$ cat src/source/glb_pkg.sv
// Geometry and vector types for the global buffer
// Imported by every module of the buffer and by its testbench

package glb_pkg;

    // ==============================
    // Buffer geometry
    // ==============================
    localparam int NUM_BANK   = 8;
    localparam int NUM_WRPORT = 2;
    localparam int NUM_RDPORT = 2;
    localparam int MAXPAR     = 4;
    localparam int BANK_WORDS = 16;
    localparam int BANK_WIDTH = 16;
    localparam int ADDR_WIDTH = 8;

    // ==============================
    // Vector types
    // ==============================

    // One word of one SRAM bank
    typedef logic [BANK_WIDTH-1:0] bank_data_t;

    // MAXPAR lanes side by side, lane k at bits BANK_WIDTH*k and up
    typedef logic [MAXPAR*BANK_WIDTH-1:0] port_data_t;

    // Word address inside a bank
    typedef logic [$clog2(BANK_WORDS)-1:0] bank_addr_t;

    // Stream address as seen by a port
    typedef logic [ADDR_WIDTH-1:0] port_addr_t;

    // One bit per bank
    typedef logic [NUM_BANK-1:0] bank_mask_t;
    typedef logic [$clog2(NUM_BANK)-1:0] bank_idx_t;

    // Parallelism 1..MAXPAR, needs one bit above the log
    typedef logic [$clog2(MAXPAR):0] par_t;

    // Port indices for bank ownership
    typedef logic [$clog2(NUM_WRPORT)-1:0] wr_idx_t;
    typedef logic [$clog2(NUM_RDPORT)-1:0] rd_idx_t;

endpackage

$ cat src/source/glb_ctrl.sv
// Central control of the buffer: bank owners, progress pointers per bank,
// full/empty flags, port ready signals and the bank enables

`timescale 1ns/1ns

module glb_ctrl
    import glb_pkg::*;
(
    input  logic                  clk,
    input  logic                  rst_n,

    input  bank_mask_t            cfg_wr_mask_i [NUM_WRPORT],
    input  bank_mask_t            cfg_rd_mask_i [NUM_RDPORT],

    // Write ports
    input  logic [NUM_WRPORT-1:0] wr_vld_i,
    input  port_addr_t            wr_addr_i [NUM_WRPORT],
    input  logic [NUM_WRPORT-1:0] wr_alloc_i,
    input  port_addr_t            wr_range_i [NUM_WRPORT],
    input  bank_idx_t             wr_first_i [NUM_WRPORT],
    input  bank_mask_t            wr_hit_i [NUM_WRPORT],
    output logic [NUM_WRPORT-1:0] wr_rdy_o,
    output logic [NUM_WRPORT-1:0] wr_full_o,

    // Read ports
    input  logic [NUM_RDPORT-1:0] rd_addr_vld_i,
    input  port_addr_t            rd_addr_i [NUM_RDPORT],
    input  logic [NUM_RDPORT-1:0] rd_alloc_i,
    input  bank_idx_t             rd_first_i [NUM_RDPORT],
    input  bank_mask_t            rd_hit_i [NUM_RDPORT],
    output logic [NUM_RDPORT-1:0] rd_addr_rdy_o,

    // Banks
    input  logic [NUM_BANK-1:0]   bank_rd_addr_rdy_i,
    output logic [NUM_BANK-1:0]   bank_wr_en_o,
    output logic [NUM_BANK-1:0]   bank_rd_en_o,
    output wr_idx_t               bank_wr_owner_o [NUM_BANK],
    output rd_idx_t               bank_rd_owner_o [NUM_BANK]
);

    port_addr_t            wr_next_q [NUM_BANK];
    port_addr_t            rd_next_q [NUM_BANK];
    logic [NUM_WRPORT-1:0] wr_acc;
    logic [NUM_RDPORT-1:0] rd_acc;

    // ==============================
    // Bank ownership
    // ==============================

    // Scan from the top so the lowest matching port wins
    always_comb begin
        for (int b = 0; b < NUM_BANK; b++) begin
            bank_wr_owner_o[b] = '0;
            for (int j = NUM_WRPORT - 1; j >= 0; j--) begin
                if (cfg_wr_mask_i[j][b]) begin
                    bank_wr_owner_o[b] = wr_idx_t'(j);
                end
            end
            bank_rd_owner_o[b] = '0;
            for (int i = NUM_RDPORT - 1; i >= 0; i--) begin
                if (cfg_rd_mask_i[i][b]) begin
                    bank_rd_owner_o[b] = rd_idx_t'(i);
                end
            end
        end
    end

    // ==============================
    // Port flags and handshakes
    // ==============================
    for (genvar j = 0; j < NUM_WRPORT; j++) begin : g_wr
        port_addr_t wr_dist;

        // Words written but not yet read back on this group
        assign wr_dist      = wr_addr_i[j] - rd_next_q[wr_first_i[j]];
        assign wr_full_o[j] = wr_alloc_i[j] && (wr_dist >= wr_range_i[j]);
        // Back off while a read takes the same bank
        assign wr_rdy_o[j]  = wr_alloc_i[j] && !wr_full_o[j]
                              && !bank_rd_en_o[wr_first_i[j]];
        assign wr_acc[j]    = wr_vld_i[j] && wr_rdy_o[j];
    end

    for (genvar i = 0; i < NUM_RDPORT; i++) begin : g_rd
        logic rd_empty;

        assign rd_empty         = rd_addr_i[i] >= wr_next_q[rd_first_i[i]];
        assign rd_addr_rdy_o[i] = rd_alloc_i[i] && !rd_empty
                                  && bank_rd_addr_rdy_i[rd_first_i[i]];
        assign rd_acc[i]        = rd_addr_vld_i[i] && rd_addr_rdy_o[i];
    end

    // Only the owner of a bank may enable it
    for (genvar b = 0; b < NUM_BANK; b++) begin : g_en
        assign bank_wr_en_o[b] = wr_acc[bank_wr_owner_o[b]]
                                 && wr_hit_i[bank_wr_owner_o[b]][b];
        assign bank_rd_en_o[b] = rd_acc[bank_rd_owner_o[b]]
                                 && rd_hit_i[bank_rd_owner_o[b]][b];
    end

    // ==============================
    // Progress pointers
    // ==============================
    always_ff @(posedge clk or negedge rst_n) begin
        if (!rst_n) begin
            for (int b = 0; b < NUM_BANK; b++) begin
                wr_next_q[b] <= '0;
                rd_next_q[b] <= '0;
            end
        end else begin
            for (int b = 0; b < NUM_BANK; b++) begin
                if (bank_wr_en_o[b]) begin
                    wr_next_q[b] <= wr_addr_i[bank_wr_owner_o[b]] + 1'b1;
                end
                if (bank_rd_en_o[b]) begin
                    rd_next_q[b] <= rd_addr_i[bank_rd_owner_o[b]] + 1'b1;
                end
            end
        end
    end

    // Single-port banks, relies on matching write and read groups
    a_no_bank_collision: assert property (
        @(posedge clk) disable iff (!rst_n)
        (bank_wr_en_o & bank_rd_en_o) == '0
    );

endmodule

$ cat config.mk
export PLATFORM = sky130hd
export DESIGN_NAME = glb_ctrl
export DESIGN_NICKNAME = d
export VERILOG_FILES = /design/src/source/glb_pkg.sv /design/src/source/glb_ctrl.sv
export SDC_FILE = /design/constraint.sdc
export NUM_CORES = 1
export LEC_CHECK = 0
export BUFFER_PORTS_ARGS = -buffer_cell sky130_fd_sc_hd__buf_2
export CORE_ASPECT_RATIO = 2
export CORE_MARGIN = 8
export CORE_UTILIZATION = 45
export CTS_CLUSTER_SIZE = 20
export DETAILED_ROUTE_END_ITERATION = 16
export PLACE_DENSITY = 0.66
export SYNTH_ARGS = -nofsm -noshare
export SYNTH_HDL_FRONTEND = slang
export SYNTH_SLANG_ARGS = --single-unit
$ cat constraint.sdc
create_clock -name clk -period 9.81 [get_ports clk]
set_clock_uncertainty 0.15 [all_clocks]
set_input_delay 0 -clock clk [delete_from_list [all_inputs] [get_ports clk]]
set_output_delay 0 -clock clk [all_outputs]
set_load 0.005 [all_outputs]
=== Word level (Yosys, flattened, before mapping) ===
Cells that the tools add are included.

* Add/sub/neg operators: 18
* Magnitude comparators: 44
* Muxes and demuxes: 180
* Bitwise operators: 20
* Reductions and logical operators: 36

{| class="wikitable"
|+ Operator list
! operator !! number
|-
| $mux 8 || 62
|-
| $add 8x1->8 const B || 16
|-
| $bmux 8 s3 || 4
|-
| $mux 1 || 74
|-
| $mux 7 || 6
|-
| $mux 6 || 6
|-
| $ge 2x2->1 const B || 16
|-
| $ge 8x8->1 || 4
|-
| $lt 1x2->1 const B || 16
|-
| $not 1->2 || 16
|-
| $logic_and 1x1->1 || 30
|-
| $mux 5 || 6
|-
| $mux 4 || 6
|-
| $mux 3 || 6
|-
| $ge 4x4->1 const B || 4
|-
| $lt 3x4->1 const B || 4
|-
| $not 3->4 || 4
|-
| $sub 8x8->8 || 2
|-
| $bmux 1 s3 || 4
|-
| $mux 2 || 6
|-
| $logic_not 1->1 || 6
|}

* Flip-flop bits (word level): 128
* Input port bits: 142
* Output and inout port bits: 38
* Logic and storage cells: 314

=== Depth between registers and ports, before layout ===
Gate-level depths: netlist (run 1).

* Depth after elaboration: 20
* Gate-level depth with buffers: 25
* Gate-level depth less buffers: 23

=== Least setup slack after synthesis (run 1) ===
OpenSTA, ideal clock, no wires.

* Path kind: input -> register
* Start point: input wr_first_i[0] in the netlist's numbering
* End point: register wr_next_q[0] in the netlist's numbering
* Library setup time: 0.125 ns
* Arrival: 5.756 ns
* Data required time: 9.535 ns
* Slack: 3.779 ns
* Stages: 24
* Path buffers: 3
* Cell sequence: clkbuf_1 > buf_1 > buf_1 > mux4_2 > mux2i_1 > ha_1 > a21oi_1 > o21ai_0 > a21oi_1 > nor2_1 > o21ai_0 > nand2b_1 > a21oi_1 > xnor2_1 > ha_1 > or3_1 > a211oi_1 > o21ai_1 > o221ai_1 > nand2_1 > a2111oi_2 > nand4_4 > o32ai_4 > mux2_2

* Word-level cells in the longest chain between the ends: 14
* Elaborated cells on any way between the ends: 17
* Classes of those cells: add/sub (1); order compare (1); mux (7); bitwise (1); reduce/logical (7)

{| class="wikitable"
|+ Ends and longest elaborated chain
! what !! RTL line !! RTL
|-
| start: declaration || glb_ctrl.sv:20 || <nowiki>input bank_idx_t wr_first_i [NUM_WRPORT],</nowiki>
|-
| $not 3->4 (implied by the code) || glb_ctrl.sv:75 || <nowiki>assign wr_dist = wr_addr_i[j] - rd_next_q[wr_first_i[j]];</nowiki>
|-
| $bmux 8 s3 || glb_ctrl.sv:75 ||
|-
| $mux 8 (implied by the code) (2 in series) || glb_ctrl.sv:75 ||
|-
| $sub 8x8->8 || glb_ctrl.sv:75 ||
|-
| $ge 8x8->1 || glb_ctrl.sv:76 || <nowiki>assign wr_full_o[j] = wr_alloc_i[j] && (wr_dist >= wr_range_i[j]);</nowiki>
|-
| $logic_and 1x1->1 || glb_ctrl.sv:76 ||
|-
| $logic_not 1->1 || glb_ctrl.sv:78 || <nowiki>assign wr_rdy_o[j] = wr_alloc_i[j] && !wr_full_o[j]</nowiki>
|-
| $logic_and 1x1->1 || glb_ctrl.sv:78 ||
|-
| $logic_and 1x1->1 * || glb_ctrl.sv:79 || <nowiki>&& !bank_rd_en_o[wr_first_i[j]];</nowiki>
|-
| $logic_and 1x1->1 * || glb_ctrl.sv:80 || <nowiki>assign wr_acc[j] = wr_vld_i[j] && wr_rdy_o[j];</nowiki>
|-
| $mux 1 (implied by the code) * (2 in series) || glb_ctrl.sv:94 || <nowiki>assign bank_wr_en_o[b] = wr_acc[bank_wr_owner_o[b]]</nowiki>
|-
| $logic_and 1x1->1 * || glb_ctrl.sv:95 || <nowiki>&& wr_hit_i[bank_wr_owner_o[b]][b];</nowiki>
|-
| via bank_wr_en_o[7] || glb_ctrl.sv:35 || <nowiki>output logic [NUM_BANK-1:0] bank_wr_en_o,</nowiki>
|-
| end signal: indexed assignment || glb_ctrl.sv:112 || <nowiki>wr_next_q[b] <= wr_addr_i[bank_wr_owner_o[b]] + 1'b1;</nowiki>
|-
| end: declaration || glb_ctrl.sv:41 || <nowiki>port_addr_t wr_next_q [NUM_BANK];</nowiki>
|}

The timed path passes the listed nets; every way through them passes the cells marked *. The select of a mux whose other input is x is not followed.
A chain may end at the register's enable or synchronous reset.

=== Final worst setup path (run 1) ===
* Start point: register rd_next_q[1] in the netlist's numbering
* End point: register wr_next_q[26] in the netlist's numbering

* Word-level cells in the longest chain between the ends: 13
* Elaborated cells on any way between the ends: 23
* Classes of those cells: add/sub (2); order compare (2); mux (8); reduce/logical (11)

{| class="wikitable"
|+ Ends and longest elaborated chain
! what !! RTL line !! RTL
|-
| start: declaration || glb_ctrl.sv:42 || <nowiki>port_addr_t rd_next_q [NUM_BANK];</nowiki>
|-
| start signal: indexed assignment || glb_ctrl.sv:115 || <nowiki>rd_next_q[b] <= rd_addr_i[bank_rd_owner_o[b]] + 1'b1;</nowiki>
|-
| $bmux 8 s3 || glb_ctrl.sv:75 ||
|-
| $mux 8 (implied by the code) (2 in series) || glb_ctrl.sv:75 ||
|-
| $sub 8x8->8 || glb_ctrl.sv:75 ||
|-
| $ge 8x8->1 || glb_ctrl.sv:76 ||
|-
| $logic_and 1x1->1 || glb_ctrl.sv:76 ||
|-
| $logic_not 1->1 || glb_ctrl.sv:78 ||
|-
| $logic_and 1x1->1 || glb_ctrl.sv:78 ||
|-
| $logic_and 1x1->1 || glb_ctrl.sv:79 ||
|-
| $logic_and 1x1->1 || glb_ctrl.sv:80 ||
|-
| $mux 1 (implied by the code) * (2 in series) || glb_ctrl.sv:94 ||
|-
| $logic_and 1x1->1 * || glb_ctrl.sv:95 ||
|}

Every way passes the cells marked *; elsewhere a longest branch is shown, timed or not. The select of a mux whose other input is x is not followed.

==> qor.tcl, run 1 <==
set qor(outcome) {finished, final reports clean}
set qor(cts_buffer_depth) 2
set qor(multiInputGateArea_mm2) 0.00871
set qor(grt_pass1_vias) 11461
set qor(route.detailed.vias_per_inst) 6.09
set qor(clk_transition_reported_paths_ns) 0.06
set qor(power.leakage_nw) 6.34
set qor(cts_tree) {built}
set qor(maximum_number_of_pins_on_one_net_before_global_route_repair) 81
set qor(routed-via-count) 10997
set qor(worst_skew_pair.late_latency_ns) 0.45
set qor(detailed_place.area_mm2) 0.0137
set qor(die_w_um) 135
set qor(yosys_warnings) 0
set qor(synth_fp_nets) 1515
set qor(hpwl_um) 32900
set qor(remaining_drc_errors) 0
set qor(power.density_cell_area_mw_per_mm2) 221
set qor(layout.cell_area.non_filler_mm2) 0.0144
set qor(ant_diodes) 0
set qor(crit_chain) {mux4_2 -> mux2i_1 -> ha_1 -> a21oi_1 -> o21ai_0 -> a21oi_1 -> nor2_1 -> o21ai_0 -> nand2b_1 -> a21oi_1 -> xnor2_1 -> ha_1 -> or3_1 -> a211oi_1 -> o21ai_1 -> o221ai_1 -> nand2_1 -> a2111oi_2 -> nand4_4 -> o32ai_4 -> dlygate4sd3_1 -> mux2_1}
set qor(async_flop_share) 1.00
set qor(postLayoutCoreUtil) 0.516
set qor(wire_length_of_the_first_global_routing_pass_um) 66600
set qor(layout.cells.non_filler) 1806
set qor(dr_iter_0_viols) 776
set qor(cpMaxStageDelayCell) {dlygate4sd3_1}
set qor(ys_ff_latch) 128
set qor(antenna_violations_before_repair) 1
set qor(worst-setup-path-type) {register to register}
set qor(register_area_mm2) 0.00320
set qor(worst_path_largest_cell_delay_ns) 0.63
set qor(globalRoute.totalOverflow) 0
set qor(postRouteWirelength_um) 43100
set qor(average_cell_area_after_synthesis_um2) 9.66
set qor(seq_area_frac_synth) 0.253
set qor(std_cell_rows) 87
set qor(final_cell_mix) {buf_2, dfrtp_1, nand2_1, mux2i_1, mux2_2}
set qor(io_buffers) 179
set qor(synth_edf_count) 0
set qor(htree_depth) 4
set qor(postSynth.topFlopCell) {dfrtp_1}
set qor(die-height_um) 253
set qor(syn_area_mm2) 0.0126
set qor(cp_max_fo) 9
set qor(io-pin-count) 180
set qor(start_kind) {register}
set qor(post_synth_inst_count) 1309
set qor(setup-tns-final_ns) 0
set qor(grt_setup_unrepaired) {false}
set qor(gp_routability_congestion) 0.911
set qor(post_route_cells_drive_above_1_share) 0.279
set qor(slew_viol_final) 0
set qor(clock_sinks) 128
set qor(design_power_total_w) 0.00319
set qor(critPathRequiredTime_ns) 9.99
set qor(peakVddDrop_mv) 0.150
set qor(finalWorstPathRequiredPeriod_ns) 6.21
set qor(fmaxAchievable_ghz) 0.161
set qor(hold_class) {input pin to register}
set qor(first_pass_iters) 5
set qor(setup-violations-final) 0
set qor(avgRoutedWirePerCell_um) 23.9
set qor(relSlewSlack) 0.249
set qor(fraction_of_the_cycle_the_final_worst_path_needs) 0.633
set qor(critical_path_most_common_cell) {a21oi_1}
set qor(cts_root_buf) {clkbuf_16}
set qor(nets) 1645
set qor(layout_commonest_cell) {buf_2}
set qor(groute.usage.overall) 0.257
set qor(fillCellCount) 2480
set qor(fp.dieArea_mm2) 0.0341
set qor(finalHoldViolations) 0
set qor(starting_utilization_of_the_core_area) 0.452
set qor(postCtsResizedCells) 0
set qor(place.detailed.instances) 1762
set qor(flow.area_growth_from_synthesis_pct) 14.2
set qor(crit_path_end_kind) {register}
set qor(cap_violations) 0
set qor(synth.distinct_cells) 55
set qor(critPathArrivalTime_ns) 6.38
set qor(tightest_pin_transition_ns) 1.12
set qor(final_antenna_net_count) 0
set qor(core_area_mm2) 0.0280
set qor(number_of_buffers_created_by_cts) 17
-- worst max-delay path: cells and delay by family, from the launching register on --
kind / cells / cell delay (ns)
compound gates: 10 / 2.12
xor+xnor: 1 / 0.10
fa+ha+maj: 2 / 0.49
buf+inv: 1 / 0.63
flops: 1 / 0.41
mux: 3 / 1.07
simple gates: 5 / 1.10
-- cell type report --
type / count / area share
multi-input combinational: 988 / 0.603
sequential: 128 / 0.222
timing repair buffer: 205 / 0.0781
clock buffer: 26 / 0.0373
tap: 356 / 0.0308
inverter: 99 / 0.0257
clock inverter: 4 / 0.00329
-- repair_timing --
item,CTS,global route
hold buffers,14,0
buffers inserted,0,0
endpoints found under the hold margin,53,0
-- cells by family after synthesis --
family / Yosys count / share of synthesized area
xor+xnor: 138 / 0.0955
flops: 128 / 0.253
mux: 295 / 0.309
fa+ha+maj: 64 / 0.0645
compound gates: 188 / 0.106
simple gates: 303 / 0.114
buf+inv: 193 / 0.0584
-- routing by layer --
| layer | GRT usage | routed length [µm] |
|---|---|---|
| met1 | 0.322 | 17200 |
| met2 | 0.412 | 20400 |
| met3 | 0.0552 | 3680 |
| met4 | 0.121 | 1820 |
| met5 | 0 | 0 |
-- final timing paths --
kind	from	endpoint	slack [ns]	cells after the start
min	wr_hit_i[9]	wr_next_q[51]	0.02	4
max reg2reg	rd_next_q[1]	wr_next_q[26]	3.60	22
max	rd_next_q[1]	wr_next_q[26]	3.60	22
min in group asynchronous	rst_n	rd_next_q[20]	0.44	3
min reg2reg	wr_next_q[43]	wr_next_q[43]	0.36	1
max in group asynchronous	rst_n	rd_next_q[29]	7.50	4
-- stage by stage --
step	hold WS [ns]	worst slack, ns
after floorplan	-0.446	3.78
after global placement	-0.0784	3.98
after detailed placement	-0.0737	3.77
after CTS	0.00269	3.65
after global routing	0.0346	3.12
final	0.0177	3.60
-- flip-flops by register name, summed over array words and instances, names as in the netlist --
signal and cells:
rd_next_q 64, wr_next_q 64
-- Yosys cell counts, drive strengths merged (4+ instances only) --
cell	n	area [µm²]
a21oi	48	240
and2	26	163
mux2i	121	1210
o211ai	18	135
o32ai	11	265
o22ai	5	31.3
dfrtp	128	3200
a211oi	6	50.1
xor2	50	438
xnor2	88	771
nand3	19	108
nand2b	19	119
ha	62	776
buf	20	88.8
nor2	56	210
nand4	5	46.3
o21ai	70	350
clkbuf	74	278
nor3	20	100
mux4	65	1460
inv	99	372
a311oi	4	35.0
and3	14	87.6
nand2	127	479
nor2b	9	56.3
mux2	109	1230
-- power breakdown --
part           leakage [nW]  internal, W  switching [W]
logic                  4.51     0.000784       0.000710
clock network         0.290     0.000399       0.000248
registers              1.53     0.000796       0.000253
No activity file was read; power rests on OpenSTA's default activity.
==> run 2: changes to the inputs <==
PLACE_DENSITY = 0.69   (was 0.66)
clock period = 5.22 ns   (was 9.81 ns; I/O delays follow)
==> qor.tcl, run 2 (synthesis gave the netlist of run 1 again) <==
set qor(worst_path_largest_cell_delay_ns) 0.52 ;# was 0.63 ns
set qor(worst_case_hold_path_end_point) {rd_next_q[23]} ;# was wr_next_q[51]
set qor(power.leakage_nw) 6.56 ;# was 6.34 nW
set qor(nets) 1678 ;# was 1645
set qor(critPathArrivalTime_ns) 4.97 ;# was 6.38 ns
set qor(cap_violations) 0 ;# unchanged
set qor(globalRoute.totalOverflow) 0 ;# unchanged
set qor(cp_max_fo) 8 ;# was 9
set qor(grt_setup_unrepaired) {true} ;# was false
set qor(outcome) {finished, final reports clean} ;# unchanged
set qor(postLayoutCoreUtil) 0.532 ;# was 0.516
set qor(avgRoutedWirePerCell_um) 23.9 ;# about the same
set qor(final_cell_mix) {buf_2, dfrtp_1, nand2_1, mux2i_1, mux2_2} ;# unchanged
set qor(detailed_place.area_mm2) 0.0139 ;# was 0.0137 mm²
set qor(number_of_buffers_created_by_cts) 17 ;# unchanged
set qor(io-pin-count) 180 ;# unchanged
set qor(layout_commonest_cell) {buf_2} ;# unchanged
set qor(peakVddDrop_mv) 0.228 ;# was 0.150 mV
set qor(relSlewSlack) 0.398 ;# was 0.249
set qor(grt_pass1_vias) 11359 ;# was 11461
set qor(layout.cell_area.non_filler_mm2) 0.0149 ;# was 0.0144 mm²
set qor(worst-r2r-cell-count) 23 ;# was 22
set qor(finalWorstPathRequiredPeriod_ns) 5.12
set qor(cts_tree) {built} ;# unchanged
set qor(registers_with_the_most_flip_flops) {rd_next_q: 64 flops, wr_next_q: 64 flops} ;# unchanged
set qor(hpwl_um) 33700 ;# was 32900 µm
set qor(fraction_of_the_cycle_the_final_worst_path_needs) 0.980
set qor(routed-via-count) 11089 ;# was 10997
set qor(worst_path_dominant_cell_family) {compound AO/OA/AOI/OAI gates} ;# unchanged
set qor(place.detailed.instances) 1781 ;# was 1762
set qor(timing.hold.worst.start) {cfg_rd_mask_i[5]} ;# was wr_hit_i[9]
set qor(fp.dieArea_mm2) 0.0341 ;# unchanged
set qor(worst_hold_slack_after_final_layout_ns) 0.0249 ;# was 0.0177 ns
set qor(final_antenna_net_count) 0 ;# unchanged
set qor(r2r_start) {rd_next_q[9]} ;# was rd_next_q[1]
set qor(internal_power_w) 0.00402 ;# was 0.00198 W
set qor(worst_skew_pair.late_latency_ns) 0.45 ;# about the same
set qor(cts_buffer_depth) 2 ;# unchanged
set qor(post_route_cells_drive_above_1_share) 0.307 ;# was 0.279
set qor(clock_sinks) 128 ;# unchanged
set qor(hold_class) {input pin to register} ;# unchanged
set qor(layout.cells.non_filler) 1841 ;# was 1806
set qor(crit_path_end_kind) {output port} ;# was register
set qor(core_area_mm2) 0.0280 ;# unchanged
set qor(crit_chain) {mux4_2 -> mux2i_2 -> ha_1 -> a21oi_2 -> o21ai_2 -> a21oi_1 -> nor2_1 -> o21ai_1 -> nand2b_1 -> a21oi_2 -> xnor2_1 -> ha_2 -> or3_4 -> a211oi_2 -> o21ai_1 -> o221ai_2 -> nand2_2 -> a2111oi_4 -> nand4_4 -> buf_12 -> o32ai_4 -> buf_4 -> buf_6} ;# was mux4_2 -> mux2i_1 -> ha_1 -> a21oi_1 -> o21ai_0 -> a21oi_1 -> nor2_1 -> o21ai_0 -> nand2b_1 -> a21oi_1 -> xnor2_1 -> ha_1 -> or3_1 -> a211oi_1 -> o21ai_1 -> o221ai_1 -> nand2_1 -> a2111oi_2 -> nand4_4 -> o32ai_4 -> dlygate4sd3_1 -> mux2_1
set qor(fmaxAchievable_ghz) 0.195
set qor(route.detailed.vias_per_inst) 6.02 ;# was 6.09
set qor(wire_length_of_the_first_global_routing_pass_um) 66900 ;# was 66600 µm
set qor(htree_depth) 4 ;# unchanged
set qor(groute.usage.overall) 0.259 ;# was 0.257
set qor(io_buffers) 179 ;# unchanged
set qor(first_pass_iters) 5 ;# unchanged
set qor(die-height_um) 253 ;# unchanged
set qor(dr_iter_0_viols) 1027 ;# was 776
set qor(tightest_pin_transition_ns) 0.903 ;# was 1.12 ns
set qor(slew_viol_final) 0 ;# unchanged
set qor(worst-setup-path-type) {register to output port} ;# was register to register
set qor(remaining_drc_errors) 0 ;# unchanged
set qor(netSwitchingPower_w) 0.00237 ;# was 0.00121 W
set qor(gp_routability_congestion) 0.946 ;# was 0.911
set qor(cp.buffers_inverters) 3 ;# was 1
set qor(postRouteWirelength_um) 43900 ;# was 43100 µm
set qor(multiInputGateArea_mm2) 0.00876 ;# was 0.00871 mm²
set qor(comb_power_share) 0.477 ;# was 0.468
set qor(maximum_number_of_pins_on_one_net_before_global_route_repair) 66 ;# was 81
set qor(switching_share) 0.371 ;# was 0.380
set qor(power.clock.fraction) 0.216 ;# was 0.203
set qor(portion_of_total_power_attributed_to_sequential_cells) 0.307 ;# was 0.329
set qor(die_w_um) 135 ;# unchanged
set qor(register_area_mm2) 0.00320 ;# unchanged
set qor(setup.reg_to_reg.worst_slack_ns) 0.11 ;# was 3.60 ns
set qor(flow.area_growth_from_synthesis_pct) 17.6 ;# was 14.2%
set qor(clk_transition_reported_paths_ns) 0.06 ;# about the same
set qor(critPathRequiredTime_ns) 5.07 ;# was 9.99 ns
set qor(std_cell_rows) 87 ;# unchanged
set qor(finalHoldViolations) 0 ;# unchanged
set qor(fillCellCount) 2501 ;# was 2480
set qor(min_delay_path_depth) 5 ;# was 4
set qor(cpMaxStageDelayCell) {mux4_2} ;# was dlygate4sd3_1
set qor(starting_utilization_of_the_core_area) 0.452 ;# unchanged
set qor(ant_diodes) 0 ;# unchanged
set qor(power.density_cell_area_mw_per_mm2) 429 ;# was 221 mW/mm²
set qor(regToRegEndpoint) {wr_next_q[40]} ;# was wr_next_q[26]
set qor(antenna_violations_before_repair) 0 ;# was 1
set qor(cts_root_buf) {clkbuf_16} ;# unchanged
set qor(start_kind) {register} ;# unchanged
set qor(setup-violations-final) 0 ;# unchanged
## run 2: cell count changes in the layout (fill, tap and decap cells not counted), sizes merged
cell         before  now
buf             191  229
bufinv            1    6
clkbuf           26   18
clkinv            2    4
clkinvlp          1    4
dlygate4sd3      14    9
## run 2: how the worst max path moves through the flow
| stage | startpoint | to | slack (ns) | cells after the start |
|---|---|---|---|---|
| finish | rd_next_q[9] | bank_wr_en_o[2] | 0.10 | 23 |
| global route | rd_next_q[1] | bank_wr_en_o[2] | -0.05 | 23 |
| CTS | rd_next_q[1] | bank_wr_en_o[2] | 0.007 | 23 |
| detailed placement | rd_next_q[9] | wr_next_q[40] | -0.1 | 22 |
| global placement | rd_next_q[1] | wr_next_q[46] | 0.16 | 22 |
| floorplan | wr_first_i[0] | wr_next_q[0] | 0.03 | 24 |
## run 2: per-layer routing
layer / vias up / global-route usage / share of wire
met1: 5466 / 0.334 / 0.41
met5: - / 0 / 0
met4: 0 / 0.114 / 0.034
met2: 594 / 0.409 / 0.47
li1: 4943 / - / -
met3: 86 / 0.0546 / 0.084
## run 2: area by class of cell
| class | count | area share |
|---|---|---|
| multi-input cells | 988 | 0.589 |
| well taps | 356 | 0.0299 |
| inverters | 99 | 0.0250 |
| repair buffers | 238 | 0.0955 |
| clock inverters | 14 | 0.0160 |
| flip-flops and latches | 128 | 0.215 |
| clock buffers | 18 | 0.0295 |
## run 2: timing repair
action | in CTS | in global routing
gates resized for setup | 5 | 11
setup buffers | 14 | 5
endpoints found under the hold margin | 70 | 0
hold buffers | 9 | 0
pin swaps | 11 | 17
setup endpoints to repair | 72 | 72
## run 2: worst reg2reg max path: cells and delay by family (launching register included)
| family | cells | cell delay (ns) |
|---|---|---|
| AO/OA/AOI/OAI | 10 | 1.57 |
| flip-flops | 1 | 0.41 |
| adder cells (fa/ha/maj) | 2 | 0.46 |
| multiplexers | 3 | 1.06 |
| AND/OR/NAND/NOR | 5 | 0.82 |
| buffers and inverters | 2 | 0.42 |
| XOR/XNOR | 1 | 0.08 |
## run 2: per-stage QoR
| step | setup TNS [ns] | total power (W) | setup slack [ns] |
|---|---|---|---|
| after detailed placement | -3.86 | 0.00479 | -0.0989 |
| after floorplan | 0 | 0.00386 | 0.0319 |
| after global routing | -1.09 | 0.00674 | -0.0520 |
| final | 0 | 0.00639 | 0.104 |
| after CTS | 0 | 0.00627 | 0.00714 |
| after global placement | 0 | 0.00464 | 0.159 |
## run 2: power groups by stage
| stage | combinational [W] | sequential [W] | clock, W |
|---|---|---|---|
| final | 0.00305 | 0.00196 | 0.00138 |
| after global routing | 0.00330 | 0.00201 | 0.00143 |
| after CTS | 0.00294 | 0.00194 | 0.00139 |
| after detailed placement | 0.00285 | 0.00195 | 0 |
| after global placement | 0.00274 | 0.00190 | 0 |
| after floorplan | 0.00212 | 0.00173 | 0 |
